==> config.mk <==
export PLATFORM = sky130hd
export DESIGN_NAME = mmu_top
export DESIGN_NICKNAME = d
export VERILOG_FILES = /design/src/hdl/mmu_pkg.sv /design/src/hdl/mmu_top.sv /design/src/hdl/tlb.sv /design/src/hdl/mem_map.sv
export VERILOG_INCLUDE_DIRS = /design/src /design/src/hdl
export SDC_FILE = /design/constraint.sdc
export NUM_CORES = 2
export LEC_CHECK = 0
export ABC_AREA = 0
export BUFFER_PORTS_ARGS = -buffer_cell sky130_fd_sc_hd__buf_2
export CAP_MARGIN = 5
export CORE_UTILIZATION = 60
export DETAILED_ROUTE_END_ITERATION = 16
export PLACE_DENSITY_LB_ADDON = 0.08
export SKIP_LAST_GASP = 1
export SLEW_MARGIN = 20
export SYNTH_ARGS = -nofsm -noshare
export SYNTH_HDL_FRONTEND = slang
export SYNTH_SLANG_ARGS = --single-unit
==> constraint.sdc <==
create_clock -name clk -period 3.5 [get_ports clk]
set_input_delay 0.175 -clock clk [delete_from_list [all_inputs] [get_ports clk]]
set_output_delay 0.175 -clock clk [all_outputs]
set_load 0.02 [all_outputs]
==> src/hdl/mmu_defines.svh <==
`ifndef MMU_DEFINES_SVH
`define MMU_DEFINES_SVH

`define MMU_TLB_ENTRIES 16
`define MMU_PAGE_BITS   12 // 4 KB pages only.

`define MMU_CFG_W        82
`define MMU_CFG_IDX_LSB  78
`define MMU_CFG_VPN2_LSB 59
`define MMU_CFG_ASID_LSB 51
`define MMU_CFG_G_BIT    50
`define MMU_CFG_P1_LSB   25 // odd page of the pair.
`define MMU_CFG_P0_LSB   0

`define MMU_PG_W       25 // pfn, cache attribute, dirty, valid.
`define MMU_PG_PFN_LSB 5
`define MMU_PG_C_LSB   2
`define MMU_PG_D_BIT   1
`define MMU_PG_V_BIT   0

`define MMU_C_UNCACHED 3'd2

`endif
==> src/hdl/mmu_pkg.sv <==
`include "mmu_defines.svh"

package mmu_pkg;

  // virtual or physical byte address.
  typedef logic [31:0] addr_t;

  // a tlb entry maps an even/odd pair of pages, so vpn2 drops the page select bit.
  typedef logic [30-`MMU_PAGE_BITS:0] vpn2_t;

  typedef logic [31-`MMU_PAGE_BITS:0] pfn_t; // physical frame number.

  typedef logic [7:0] asid_t; // address space identifier.

  typedef logic [$clog2(`MMU_TLB_ENTRIES)-1:0] tlb_idx_t;

  typedef logic [2:0] cattr_t; // cache attribute, 2 means uncached.

  // bit 31 flags a probe miss, the low bits carry the index on a hit.
  typedef logic [31:0] probe_t;

endpackage

==> src/hdl/mmu_top.sv <==
`timescale 1ns/1ps
`include "mmu_defines.svh"

module mmu_top import mmu_pkg::*; (
  input  logic                  clk,
  input  logic                  arst_n_i,
  input  addr_t                 inst_address_i,
  input  addr_t                 data_address_i,
  input  logic                  inst_en_i,
  input  logic                  data_en_i,
  input  logic                  user_mode_i,
  input  asid_t                 asid_i,
  input  logic [`MMU_CFG_W-1:0] tlb_config_i,
  input  logic                  tlbwi_i,
  input  logic                  tlbp_i,
  output addr_t                 inst_address_o,
  output addr_t                 data_address_o,
  output logic                  inst_uncached_o,
  output logic                  inst_exp_miss_o,
  output logic                  inst_exp_illegal_o,
  output logic                  inst_exp_invalid_o,
  output logic                  data_uncached_o,
  output logic                  data_exp_miss_o,
  output logic                  data_exp_illegal_o,
  output logic                  data_exp_invalid_o,
  output logic                  data_writable_o,
  output probe_t                tlbp_result_o
);

  addr_t inst_address_direct;
  addr_t data_address_direct;
  addr_t inst_address_tlb;
  addr_t data_address_tlb;

  logic inst_tlb_map;
  logic data_tlb_map;
  logic inst_map_uncached;
  logic data_map_uncached;

  logic inst_tlb_miss;
  logic data_tlb_miss;
  logic inst_tlb_valid;
  logic data_tlb_valid;
  logic inst_tlb_uncached;
  logic data_tlb_uncached;
  logic data_tlb_dirty;

  mem_map u_map_inst (
    .addr_i      (inst_address_i),
    .en_i        (inst_en_i),
    .um_i        (user_mode_i),
    .addr_o      (inst_address_direct),
    .using_tlb_o (inst_tlb_map),
    .uncached_o  (inst_map_uncached),
    .invalid_o   (inst_exp_illegal_o)
  );

  mem_map u_map_data (
    .addr_i      (data_address_i),
    .en_i        (data_en_i),
    .um_i        (user_mode_i),
    .addr_o      (data_address_direct),
    .using_tlb_o (data_tlb_map),
    .uncached_o  (data_map_uncached),
    .invalid_o   (data_exp_illegal_o)
  );

  tlb u_tlb (
    .clk             (clk),
    .arst_n_i        (arst_n_i),
    .tlb_config_i    (tlb_config_i),
    .tlbwi_i         (tlbwi_i),
    .tlbp_i          (tlbp_i),
    .asid_i          (asid_i),
    .inst_vaddr_i    (inst_address_i),
    .data_vaddr_i    (data_address_i),
    .tlbp_result_o   (tlbp_result_o),
    .inst_paddr_o    (inst_address_tlb),
    .inst_miss_o     (inst_tlb_miss),
    .inst_valid_o    (inst_tlb_valid),
    .inst_uncached_o (inst_tlb_uncached),
    .data_paddr_o    (data_address_tlb),
    .data_miss_o     (data_tlb_miss),
    .data_valid_o    (data_tlb_valid),
    .data_dirty_o    (data_tlb_dirty),
    .data_uncached_o (data_tlb_uncached)
  );

  assign inst_address_o = inst_tlb_map ? inst_address_tlb : inst_address_direct;
  assign data_address_o = data_tlb_map ? data_address_tlb : data_address_direct;

  // the mapped flag already carries the enable and excludes illegal accesses.
  assign inst_exp_miss_o    = inst_tlb_map & inst_tlb_miss;
  assign inst_exp_invalid_o = inst_tlb_map & ~inst_tlb_miss & ~inst_tlb_valid;
  assign data_exp_miss_o    = data_tlb_map & data_tlb_miss;
  assign data_exp_invalid_o = data_tlb_map & ~data_tlb_miss & ~data_tlb_valid;

  assign inst_uncached_o = inst_map_uncached | (inst_tlb_map & inst_tlb_uncached);
  assign data_uncached_o = data_map_uncached | (data_tlb_map & data_tlb_uncached);

  assign data_writable_o = ~data_tlb_map | data_tlb_dirty; // dirty is zero on a miss.

endmodule

==> src/hdl/tlb.sv <==
`timescale 1ns/1ps
`include "mmu_defines.svh"

module tlb import mmu_pkg::*; (
  input  logic                  clk,
  input  logic                  arst_n_i,
  input  logic [`MMU_CFG_W-1:0] tlb_config_i,
  input  logic                  tlbwi_i,
  input  logic                  tlbp_i,
  input  asid_t                 asid_i,
  input  addr_t                 inst_vaddr_i,
  input  addr_t                 data_vaddr_i,
  output probe_t                tlbp_result_o,
  output addr_t                 inst_paddr_o,
  output logic                  inst_miss_o,
  output logic                  inst_valid_o,
  output logic                  inst_uncached_o,
  output addr_t                 data_paddr_o,
  output logic                  data_miss_o,
  output logic                  data_valid_o,
  output logic                  data_dirty_o,
  output logic                  data_uncached_o
);

  // entry storage.
  vpn2_t                       vpn2_q [`MMU_TLB_ENTRIES];
  asid_t                       asid_q [`MMU_TLB_ENTRIES];
  logic [`MMU_TLB_ENTRIES-1:0] g_q;
  logic [`MMU_PG_W-1:0]        p0_q [`MMU_TLB_ENTRIES];
  logic [`MMU_PG_W-1:0]        p1_q [`MMU_TLB_ENTRIES];

  tlb_idx_t             cfg_idx;
  vpn2_t                cfg_vpn2;
  asid_t                cfg_asid;
  logic                 cfg_g;
  logic [`MMU_PG_W-1:0] cfg_p0;
  logic [`MMU_PG_W-1:0] cfg_p1;

  vpn2_t inst_vpn2;
  vpn2_t data_vpn2;

  logic [`MMU_TLB_ENTRIES-1:0] inst_match;
  logic [`MMU_TLB_ENTRIES-1:0] data_match;
  logic [`MMU_TLB_ENTRIES-1:0] probe_match;
  logic [`MMU_TLB_ENTRIES-1:0] live;

  tlb_idx_t             inst_idx;
  tlb_idx_t             data_idx;
  tlb_idx_t             probe_idx;
  logic                 inst_hit;
  logic                 data_hit;
  logic                 probe_hit;
  logic [`MMU_PG_W-1:0] inst_pg;
  logic [`MMU_PG_W-1:0] data_pg;

  probe_t probe_q;

  function automatic logic entry_hit(input vpn2_t e_vpn2, input asid_t e_asid,
                                     input logic e_g, input vpn2_t vpn2, input asid_t asid);
    return (e_vpn2 == vpn2) && (e_g || (e_asid == asid));
  endfunction

  // or of the indices of set bits, exact for a one-hot vector.
  function automatic tlb_idx_t enc_idx(input logic [`MMU_TLB_ENTRIES-1:0] match);
    tlb_idx_t idx;
    idx = '0;
    for (int i = 0; i < `MMU_TLB_ENTRIES; i++) begin
      if (match[i]) begin
        idx = idx | tlb_idx_t'(i);
      end
    end
    return idx;
  endfunction

  function automatic addr_t pg_paddr(input logic [`MMU_PG_W-1:0] pg, input addr_t vaddr);
    return {pg[`MMU_PG_PFN_LSB +: $bits(pfn_t)], vaddr[`MMU_PAGE_BITS-1:0]};
  endfunction

  function automatic logic pg_uncached(input logic [`MMU_PG_W-1:0] pg);
    return cattr_t'(pg[`MMU_PG_C_LSB +: $bits(cattr_t)]) == `MMU_C_UNCACHED;
  endfunction

  assign cfg_idx  = tlb_config_i[`MMU_CFG_IDX_LSB +: $bits(tlb_idx_t)];
  assign cfg_vpn2 = tlb_config_i[`MMU_CFG_VPN2_LSB +: $bits(vpn2_t)];
  assign cfg_asid = tlb_config_i[`MMU_CFG_ASID_LSB +: $bits(asid_t)];
  assign cfg_g    = tlb_config_i[`MMU_CFG_G_BIT];
  assign cfg_p1   = tlb_config_i[`MMU_CFG_P1_LSB +: `MMU_PG_W];
  assign cfg_p0   = tlb_config_i[`MMU_CFG_P0_LSB +: `MMU_PG_W];

  assign inst_vpn2 = inst_vaddr_i[31 -: $bits(vpn2_t)];
  assign data_vpn2 = data_vaddr_i[31 -: $bits(vpn2_t)];

  for (genvar i = 0; i < `MMU_TLB_ENTRIES; i++) begin : g_match
    assign inst_match[i]  = entry_hit(vpn2_q[i], asid_q[i], g_q[i], inst_vpn2, asid_i);
    assign data_match[i]  = entry_hit(vpn2_q[i], asid_q[i], g_q[i], data_vpn2, asid_i);
    assign probe_match[i] = entry_hit(vpn2_q[i], asid_q[i], g_q[i], cfg_vpn2, cfg_asid);
    assign live[i]        = p0_q[i][`MMU_PG_V_BIT] | p1_q[i][`MMU_PG_V_BIT];
  end

  assign inst_hit  = |inst_match;
  assign data_hit  = |data_match;
  assign probe_hit = |probe_match;
  assign inst_idx  = enc_idx(inst_match);
  assign data_idx  = enc_idx(data_match);
  assign probe_idx = enc_idx(probe_match);

  // bit 12 of the address picks the even or odd page of the pair.
  assign inst_pg = inst_vaddr_i[`MMU_PAGE_BITS] ? p1_q[inst_idx] : p0_q[inst_idx];
  assign data_pg = data_vaddr_i[`MMU_PAGE_BITS] ? p1_q[data_idx] : p0_q[data_idx];

  assign inst_paddr_o    = pg_paddr(inst_pg, inst_vaddr_i);
  assign inst_miss_o     = ~inst_hit;
  assign inst_valid_o    = inst_hit & inst_pg[`MMU_PG_V_BIT];
  assign inst_uncached_o = inst_hit & pg_uncached(inst_pg);

  assign data_paddr_o    = pg_paddr(data_pg, data_vaddr_i);
  assign data_miss_o     = ~data_hit;
  assign data_valid_o    = data_hit & data_pg[`MMU_PG_V_BIT];
  assign data_dirty_o    = data_hit & data_pg[`MMU_PG_D_BIT];
  assign data_uncached_o = data_hit & pg_uncached(data_pg);

  always_ff @(posedge clk or negedge arst_n_i) begin
    if (!arst_n_i) begin
      for (int i = 0; i < `MMU_TLB_ENTRIES; i++) begin
        vpn2_q[i] <= '0;
        asid_q[i] <= '0;
        p0_q[i]   <= '0;
        p1_q[i]   <= '0;
      end
      g_q <= '0;
    end else if (tlbwi_i) begin
      vpn2_q[cfg_idx] <= cfg_vpn2;
      asid_q[cfg_idx] <= cfg_asid;
      g_q[cfg_idx]    <= cfg_g;
      p0_q[cfg_idx]   <= cfg_p0;
      p1_q[cfg_idx]   <= cfg_p1;
    end
  end

  // probe result holds until the next tlbp.
  always_ff @(posedge clk or negedge arst_n_i) begin
    if (!arst_n_i) begin
      probe_q <= 32'h8000_0000;
    end else if (tlbp_i) begin
      probe_q <= {~probe_hit, {(31 - $bits(tlb_idx_t)){1'b0}}, probe_idx};
    end
  end

  assign tlbp_result_o = probe_q;

  // tlbwi and tlbp come from different instructions and never share a cycle.
  a_strobe_excl: assert property (@(posedge clk) disable iff (!arst_n_i)
    !(tlbwi_i && tlbp_i));

  // Entries left from reset all alias at vpn2 zero. Among entries with a valid
  // page, software keeps the vpn2/asid pairs unique.
  a_inst_onehot: assert property (@(posedge clk) disable iff (!arst_n_i)
    $onehot0(inst_match & live));
  a_data_onehot: assert property (@(posedge clk) disable iff (!arst_n_i)
    $onehot0(data_match & live));
  a_probe_onehot: assert property (@(posedge clk) disable iff (!arst_n_i)
    tlbp_i |-> $onehot0(probe_match & live));

endmodule

==> src/hdl/mem_map.sv <==
`timescale 1ns/1ps

module mem_map import mmu_pkg::*; (
  input  addr_t addr_i,
  input  logic  en_i,
  input  logic  um_i,
  output addr_t addr_o,
  output logic  using_tlb_o,
  output logic  uncached_o,
  output logic  invalid_o
);

  logic seg_kuseg;
  logic seg_kseg0;
  logic seg_kseg1;
  logic seg_kseg23;

  // segment decode from the top three address bits.
  always_comb begin
    seg_kuseg  = ~addr_i[31];                 // 0x0000_0000 to 0x7fff_ffff.
    seg_kseg0  = (addr_i[31:29] == 3'b100);   // unmapped, cached.
    seg_kseg1  = (addr_i[31:29] == 3'b101);   // unmapped, uncached.
    seg_kseg23 = (addr_i[31:30] == 2'b11);    // mapped kernel space.
    invalid_o   = en_i & um_i & addr_i[31]; // user code touching kernel space.
    using_tlb_o = en_i & (seg_kuseg | (seg_kseg23 & ~um_i)); // kseg2/3 only in kernel mode.
    uncached_o  = seg_kseg1;
    addr_o      = addr_i;
    if (seg_kseg0 || seg_kseg1) begin
      addr_o = {3'b000, addr_i[28:0]}; // both windows alias the low 512 MB.
    end
  end

  // An illegal access is handled as unmapped, so it can never raise a tlb miss
  // at the top level.
  always_comb begin
    assert (!(invalid_o && using_tlb_o))
      else $error("mem_map: illegal access routed to the tlb.");
  end

endmodule

# [After elaboration in Yosys (flattened, before gate mapping)]
# Index checks and enable logic that the tools add are counted.
[word_totals] ff_bits=1253 input_bits=161 output_inout_bits=105 wordCells=361
[op_classes] order_cmp=6 n_eq_ne=88 n_mux=76 bitwise_logic=38 reduce_logical=87
[ops] operator="$eq A19 B19 Y1" count=48
[ops] operator="$bwmux W400" count=2
[ops] operator="$bmux W25 S4" count=4
[ops] operator="$bwmux W304" count=1
[ops] operator="$mux W25" count=11
[ops] operator="$eq A8 B8 Y1" count=32
[ops] operator="$bwmux W128" count=1
[ops] operator="$mux W32" count=4
[ops] operator="$demux W25 S4" count=1
[ops] operator="$mux W4" count=24
[ops] operator="$demux W19 S4" count=1
[ops] operator="$logic_and A1 B1 Y1" count=50
[ops] operator="$reduce_or A16 Y1" count=3
[ops] operator="$mux W3" count=12
[ops] operator="$logic_or A1 B1 Y1" count=34
[ops] operator="$demux W8 S4" count=1
[ops] operator="$and A1 B1 Y1" count=21
[ops] operator="$mux W19" count=1
[ops] operator="$bwmux W16" count=1
[ops] operator="$ge A5 B5 Y1 const B" count=3
[ops] operator="$not A4 Y5" count=3
[ops] operator="$eq A3 B3 Y1 const B" count=4
[ops] operator="$mux W2" count=6
[ops] operator="$not A1 Y1" count=9
[ops] operator="9 further kinds" count=18

# [Longest topological paths before layout]
[depth] ltp_word=27 ltp_mapped=18 depth_no_buf=11

# [Modules after synthesis]
# A second synthesis with hierarchy kept.
[unflattened] hier_cells=6350 hier_area_um2=77354.2
[by_module_without_submodules] mod="tlb" n_inst=1 cells_each=6197 area_per_inst_um2=75747.6 seq_area_each_um2=31356.3
[by_module_without_submodules] mod="mmu_top" n_inst=1 cells_each=79 area_per_inst_um2=1076.0 seq_area_each_um2=0.0
[by_module_without_submodules] mod="mem_map" n_inst=2 cells_each=37 area_per_inst_um2=265.3 seq_area_each_um2=0.0

# [Least setup slack after synthesis]
# OpenSTA, ideal clock, no wires.
[synth_timing] path_kind="in2out" from="input port inst_address_i[31]" to="output port inst_exp_invalid_o" arrival_ns=3.685 required_time_ns=3.325 path_slack_ns=-0.360 path_stages=17 n_path_buf=6 path_cell_list="buf_2 > buf_2 > buf_2 > xor2_1 > nor4_1 > nand4_1 > nor3_1 > nor4_1 > nand4b_1 > buf_2 > buf_2 > buf_4 > mux2i_1 > mux2i_1 > mux2i_1 > nor2_1 > a2111oi_0"
[synth_between] elab_chain_cells=25 word_cells_on_any_way=65 classes_between="eq/ne (17); mux (22); bitwise (9); reduce/logical (17)"
[synth_rtl] item="start, declared" line="mmu_top.sv:7" source="input addr_t inst_address_i,"
[synth_rtl] item="$eq A19 B19 Y1" line="tlb.sv:60" source="return (e_vpn2 == vpn2) && (e_g || (e_asid == asid));"
[synth_rtl] item="$logic_and A1 B1 Y1" line="tlb.sv:60"
[synth_rtl] item="$mux W1" line="tlb.sv:68" source="if (match[i]) begin"
[synth_rtl] item="$mux W2 (2 in series)" line="tlb.sv:68"
[synth_rtl] item="$mux W3 (4 in series)" line="tlb.sv:68"
[synth_rtl] item="$mux W4 (8 in series)" line="tlb.sv:68"
[synth_rtl] item="$not A4 Y5 (not written as such)" line="tlb.sv:108" source="assign inst_pg = inst_vaddr_i[`MMU_PAGE_BITS] ? p1_q[inst_idx] : p0_q[inst_idx];"
[synth_rtl] item="$bmux W25 S4" line="tlb.sv:108"
[synth_rtl] item="$mux W25 (not written as such) (2 in series)" line="tlb.sv:108"
[synth_rtl] item="$mux W25" line="tlb.sv:108"
[synth_rtl] item="$and A1 B1 Y1" line="tlb.sv:113" source="assign inst_valid_o = inst_hit & inst_pg[`MMU_PG_V_BIT];"
[synth_rtl] item="$not A1 Y1" line="mmu_top.sv:94" source="assign inst_exp_invalid_o = inst_tlb_map & ~inst_tlb_miss & ~inst_tlb_valid;"
[synth_rtl] item="$and A1 B1 Y1 *" line="mmu_top.sv:94"
[synth_rtl] item="end, declared" line="mmu_top.sv:21" source="output logic inst_exp_invalid_o,"
# Every way passes the cells marked *; elsewhere a longest branch is shown, timed or not. The select of a mux whose other input is x is not followed.

# [Worst setup path in the final report]
[layout_timing] from="register u_tlb.vpn2_q[279] in the netlist's numbering" to="output port data_address_o[13]"
[layout_between] elab_chain_cells=23 word_cells_on_any_way=26 classes_between="eq/ne (1); mux (23); bitwise (1); reduce/logical (1)"
[layout_rtl] item="start, declared" line="tlb.sv:26" source="vpn2_t vpn2_q [`MMU_TLB_ENTRIES];"
[layout_rtl] item="start signal, assigned by index" line="tlb.sv:132" source="vpn2_q[cfg_idx] <= cfg_vpn2;"
[layout_rtl] item="$eq A19 B19 Y1 *" line="tlb.sv:60"
[layout_rtl] item="$logic_and A1 B1 Y1 *" line="tlb.sv:60"
[layout_rtl] item="$mux W1 *" line="tlb.sv:68"
[layout_rtl] item="$mux W2 * (2 in series)" line="tlb.sv:68"
[layout_rtl] item="$mux W3 * (4 in series)" line="tlb.sv:68"
[layout_rtl] item="$mux W4 * (8 in series)" line="tlb.sv:68"
[layout_rtl] item="$not A4 Y5 (not written as such) *" line="tlb.sv:109" source="assign data_pg = data_vaddr_i[`MMU_PAGE_BITS] ? p1_q[data_idx] : p0_q[data_idx];"
[layout_rtl] item="$bmux W25 S4" line="tlb.sv:109"
[layout_rtl] item="$mux W25 (not written as such) (2 in series)" line="tlb.sv:109"
[layout_rtl] item="$mux W25 *" line="tlb.sv:109"
[layout_rtl] item="$mux W32 *" line="mmu_top.sv:90" source="assign data_address_o = data_tlb_map ? data_address_tlb : data_address_direct;"
[layout_rtl] item="end, declared" line="mmu_top.sv:17" source="output addr_t data_address_o,"
# Marked as above.

==> flow_summary.toml <==
[yosys]
ys_ff_latch = 1253
syn_inst = 6489
syn_area_per_cell_um2 = 11.4
ys_types = 72
synthesis.area_um2 = 74000
synth_edf_count = 0
synth_top_family_by_area = "multiplexers"
synthXorXnorAreaFrac_pct = 13.9
synthSimpleGateAreaFrac_pct = 8.44
async_flop_share_pct = 100
synthAdderAreaFrac_pct = 0
synth_ff_type = "dfrtp_1"
synth_compound_area_share_pct = 3.99
yosysSeqAreaShare_pct = 42.4
ys_warn_count = 0
synthMuxAreaShare_pct = 27.1

[floorplan]
initial_utilization_pct = 60.6
chipWidth_um = 353
die_h_um = 353
pin_count = 266
dieArea_um2 = 125000
rows = 128
coreArea_um2 = 122000

[clock_network]
clk_latency_ns = 0.80
clockBufferDepth = 3
cts_sinks = 1253
cts-htree-levels = 4
cts_tree = "done"
cts_inserted_buffers = 140
root_buffer = "clkbuf_16"
clkTransAtPathRegs_ns = 0.06

[placed_design]
gp_congestion = 1.10
port_buffers = 190
place_area_um2 = 85200
place_hpwl_um = 193000

[setup_path]
start_kind = "flop"
cp_data_required_time_ns = 3.32
reg2reg_slack_ns = 0.20
worstPathMaxFanout = 15
crit_arrival_ns = 4.85
path_class = "reg -> out"
cp-end-kind = "output pin"

[sta]
tightest_slew_ns = 1.08
setup_viol = 47
max-slew-margin-rel_pct = 27.7
final_max_slew_viol_count = 0
postLayoutSetupSlackWorst_ns = -1.52
hold_slack_ns = 0.0692
setup_tns_ns = -64.80
max_freq_ghz = 0.199
hold_viol = 0
clock_skew_ns = 0.0362
grt_setup_unrepaired = "true"
fin_crit_ns = 5.02
min_period_over_period_pct = 144

[global_route]
grt_max_degree = 141
use_met1_pct = 58.9
grt_pass1_wl_um = 422000
grt_antenna_before_repair = 10
grt_busiest_layer = "met2"
globalRouteMet3Util_pct = 10.7
use_met2_pct = 69.2
grt-ovfl-total = 0
grt_usage_pct = 46.1
grt_pass1_vias = 62100

[drt]
wire_per_inst_um = 31.0
dr.pass1.iters = 7
first_iter_violations = 6997
routed_wl_um = 290000
ant_nets = 0
vias = 60900
drt-vias-per-instance = 6.52
drc = 0

[final_layout]
syn_to_final_growth_pct = 27.8
fillerInstances = 7915
fin_util_pct = 77.5
layout.nets = 7774
drive_gt1_share_pct = 43.2
fin_area_um2 = 94600

[status]
violations = "setup timing"
outcome = "finished, violations left"

[pwr]
p_per_area_nw_per_um2 = 533
power.leakage_nw = 41.3
ir_drop_uv = 571

[worst_hold_path]
hp-class = "in -> reg"

[job]
maxCapViolCount = 0
-- cell usage after synthesis, drive strengths merged (5+ instances only) --
library cell | count | area share, %
a21o | 16 | 0.16
a32oi | 48 | 0.57
nor2 | 95 | 0.48
o21ai | 7 | 0.047
nand4 | 128 | 1.1
dfrtp | 1252 | 42
a41oi | 22 | 0.26
a21oi | 43 | 0.30
nor3b | 26 | 0.26
a221oi | 39 | 0.46
or3 | 5 | 0.042
nand2b | 8 | 0.068
mux4 | 48 | 1.5
o22ai | 13 | 0.11
nor3 | 38 | 0.26
mux2 | 1292 | 20
a31oi | 42 | 0.36
a22o | 40 | 0.47
nor4 | 227 | 1.9
xor2 | 884 | 10
and3 | 6 | 0.051
inv | 8 | 0.041
o2111ai | 27 | 0.32
nand2 | 474 | 2.4
mux2i | 444 | 6.0
nor2b | 7 | 0.059
a22oi | 36 | 0.37
and2 | 5 | 0.042
a41o | 6 | 0.081
clkbuf | 316 | 1.6
a2111oi | 12 | 0.15
buf | 317 | 2.6
nand3 | 220 | 1.5
xnor2 | 284 | 3.4
-- kinds of logic (layout without fill, tap and decap cells) --
logic type	after synthesis	count (layout)
AO/OA/AOI/OAI	380	380
XOR/XNOR	1168	1168
buffers and inverters	641	1848
flip-flops	1253	1253
multiplexers	1784	1784
other	1	31
AND/OR/NAND/NOR	1262	1265
-- final cells by class --
cell class | count | area, µm² | share of cell area [%]
diodes | 4 | 10.0 | 0.0106
clock buffers | 197 | 3970 | 4.20
clock inverters | 57 | 653 | 0.691
inverters | 8 | 30.0 | 0.0318
multi-input cells | 4624 | 41400 | 43.8
flip-flops and latches | 1253 | 31400 | 33.2
well taps | 1625 | 2030 | 2.15
repair buffers | 1586 | 15100 | 16.0
-- per-layer routing --
| layer | part of all wire (%) | up-vias |
|---|---|---|
| li1 | - | 25300 |
| met1 | 38 | 30800 |
| met2 | 44 | 3670 |
| met3 | 10 | 1109 |
| met4 | 8.1 | 8 |
| met5 | 0.018 | - |
-- final timing paths --
| path | start | endpoint | depth (start not counted) |
|---|---|---|---|
| max | u_tlb.vpn2_q[279] | data_address_o[13] | 18 |
| min | tlb_config_i[54] | u_tlb.asid_q[83] | 3 |
| max reg2reg | u_tlb.asid_q[2] | u_tlb.tlbp_result_o[31] | 13 |
| min reg2reg | u_tlb.tlbp_result_o[31] | u_tlb.tlbp_result_o[31] | 2 |
| max in group asynchronous | arst_n_i | u_tlb.vpn2_q[241] | 3 |
| min in group asynchronous | arst_n_i | u_tlb.vpn2_q[251] | 3 |
-- per-stage QoR --
stage	std cells	setup slack, ns	power [mW]
after floorplan	6515	0.136	28.6
after global placement	8869	-1.25	33.9
after detailed placement	8869	-1.22	34.4
after CTS	9335	-1.28	49.9
after global routing	9351	-1.52	52.2
final	9354	-1.52	50.4
-- state kept, by name (all words and copies together) (netlist names) --
| register | cells |
|---|---|
| u_tlb.p0_q | 400 |
| u_tlb.p1_q | 400 |
| u_tlb.vpn2_q | 304 |
| u_tlb.asid_q | 128 |
| u_tlb.g_q | 16 |
| u_tlb.tlbp_result_o | 5 |
-- timing repair --
item,CTS,global route
setup buffers,120,22
endpoints found under the setup margin,47,47
pin swaps,142,89
gates resized for setup,388,79
hold buffers,71,0
cloned,29,1
hold endpoints to repair,1339,0
-- power breakdown --
part | leakage [nW] | switching (mW) | internal [mW]
registers | 15.4 | 3.14 | 17.9
logic | 23.7 | 6.64 | 7.69
clock network | 2.28 | 6.54 | 8.47
total | 41.3 | 16.3 | 34.0
-- placed cells by master (no fill, tap or decap), drive strengths merged, types with 36 or more instances in the layout --
master       count
a31oi           42
mux2          1292
mux4            48
dfrtp         1252
a22o            40
a21oi           43
clkinv          38
nand4          128
buf           1510
mux2i          444
nand2          474
a32oi           48
xnor2          284
clkbuf         198
nand3          220
xor2           884
a221oi          39
nor4           227
a22oi           36
dlygate4sd3     70
nor3            38
nor2            97
-- worst max-delay path, cell delays in order (launching register included) --
cell and delay (ns):
dfrtp_2 0.43, buf_4 0.16, xor2_1 0.15, nor4_1 0.27, nand4_1 0.50, nor3_2 0.36
buf_4 0.19, nor4_4 0.04, and2_4 0.24, buf_12 0.19, buf_4 0.15, buf_16 0.16
buf_4 0.17, mux2i_1 0.15, mux2i_1 0.11, o2111ai_1 0.21, a41oi_2 0.14, a21o_1 0.25
buf_6 0.16
Power figures use the tool's default switching activity.
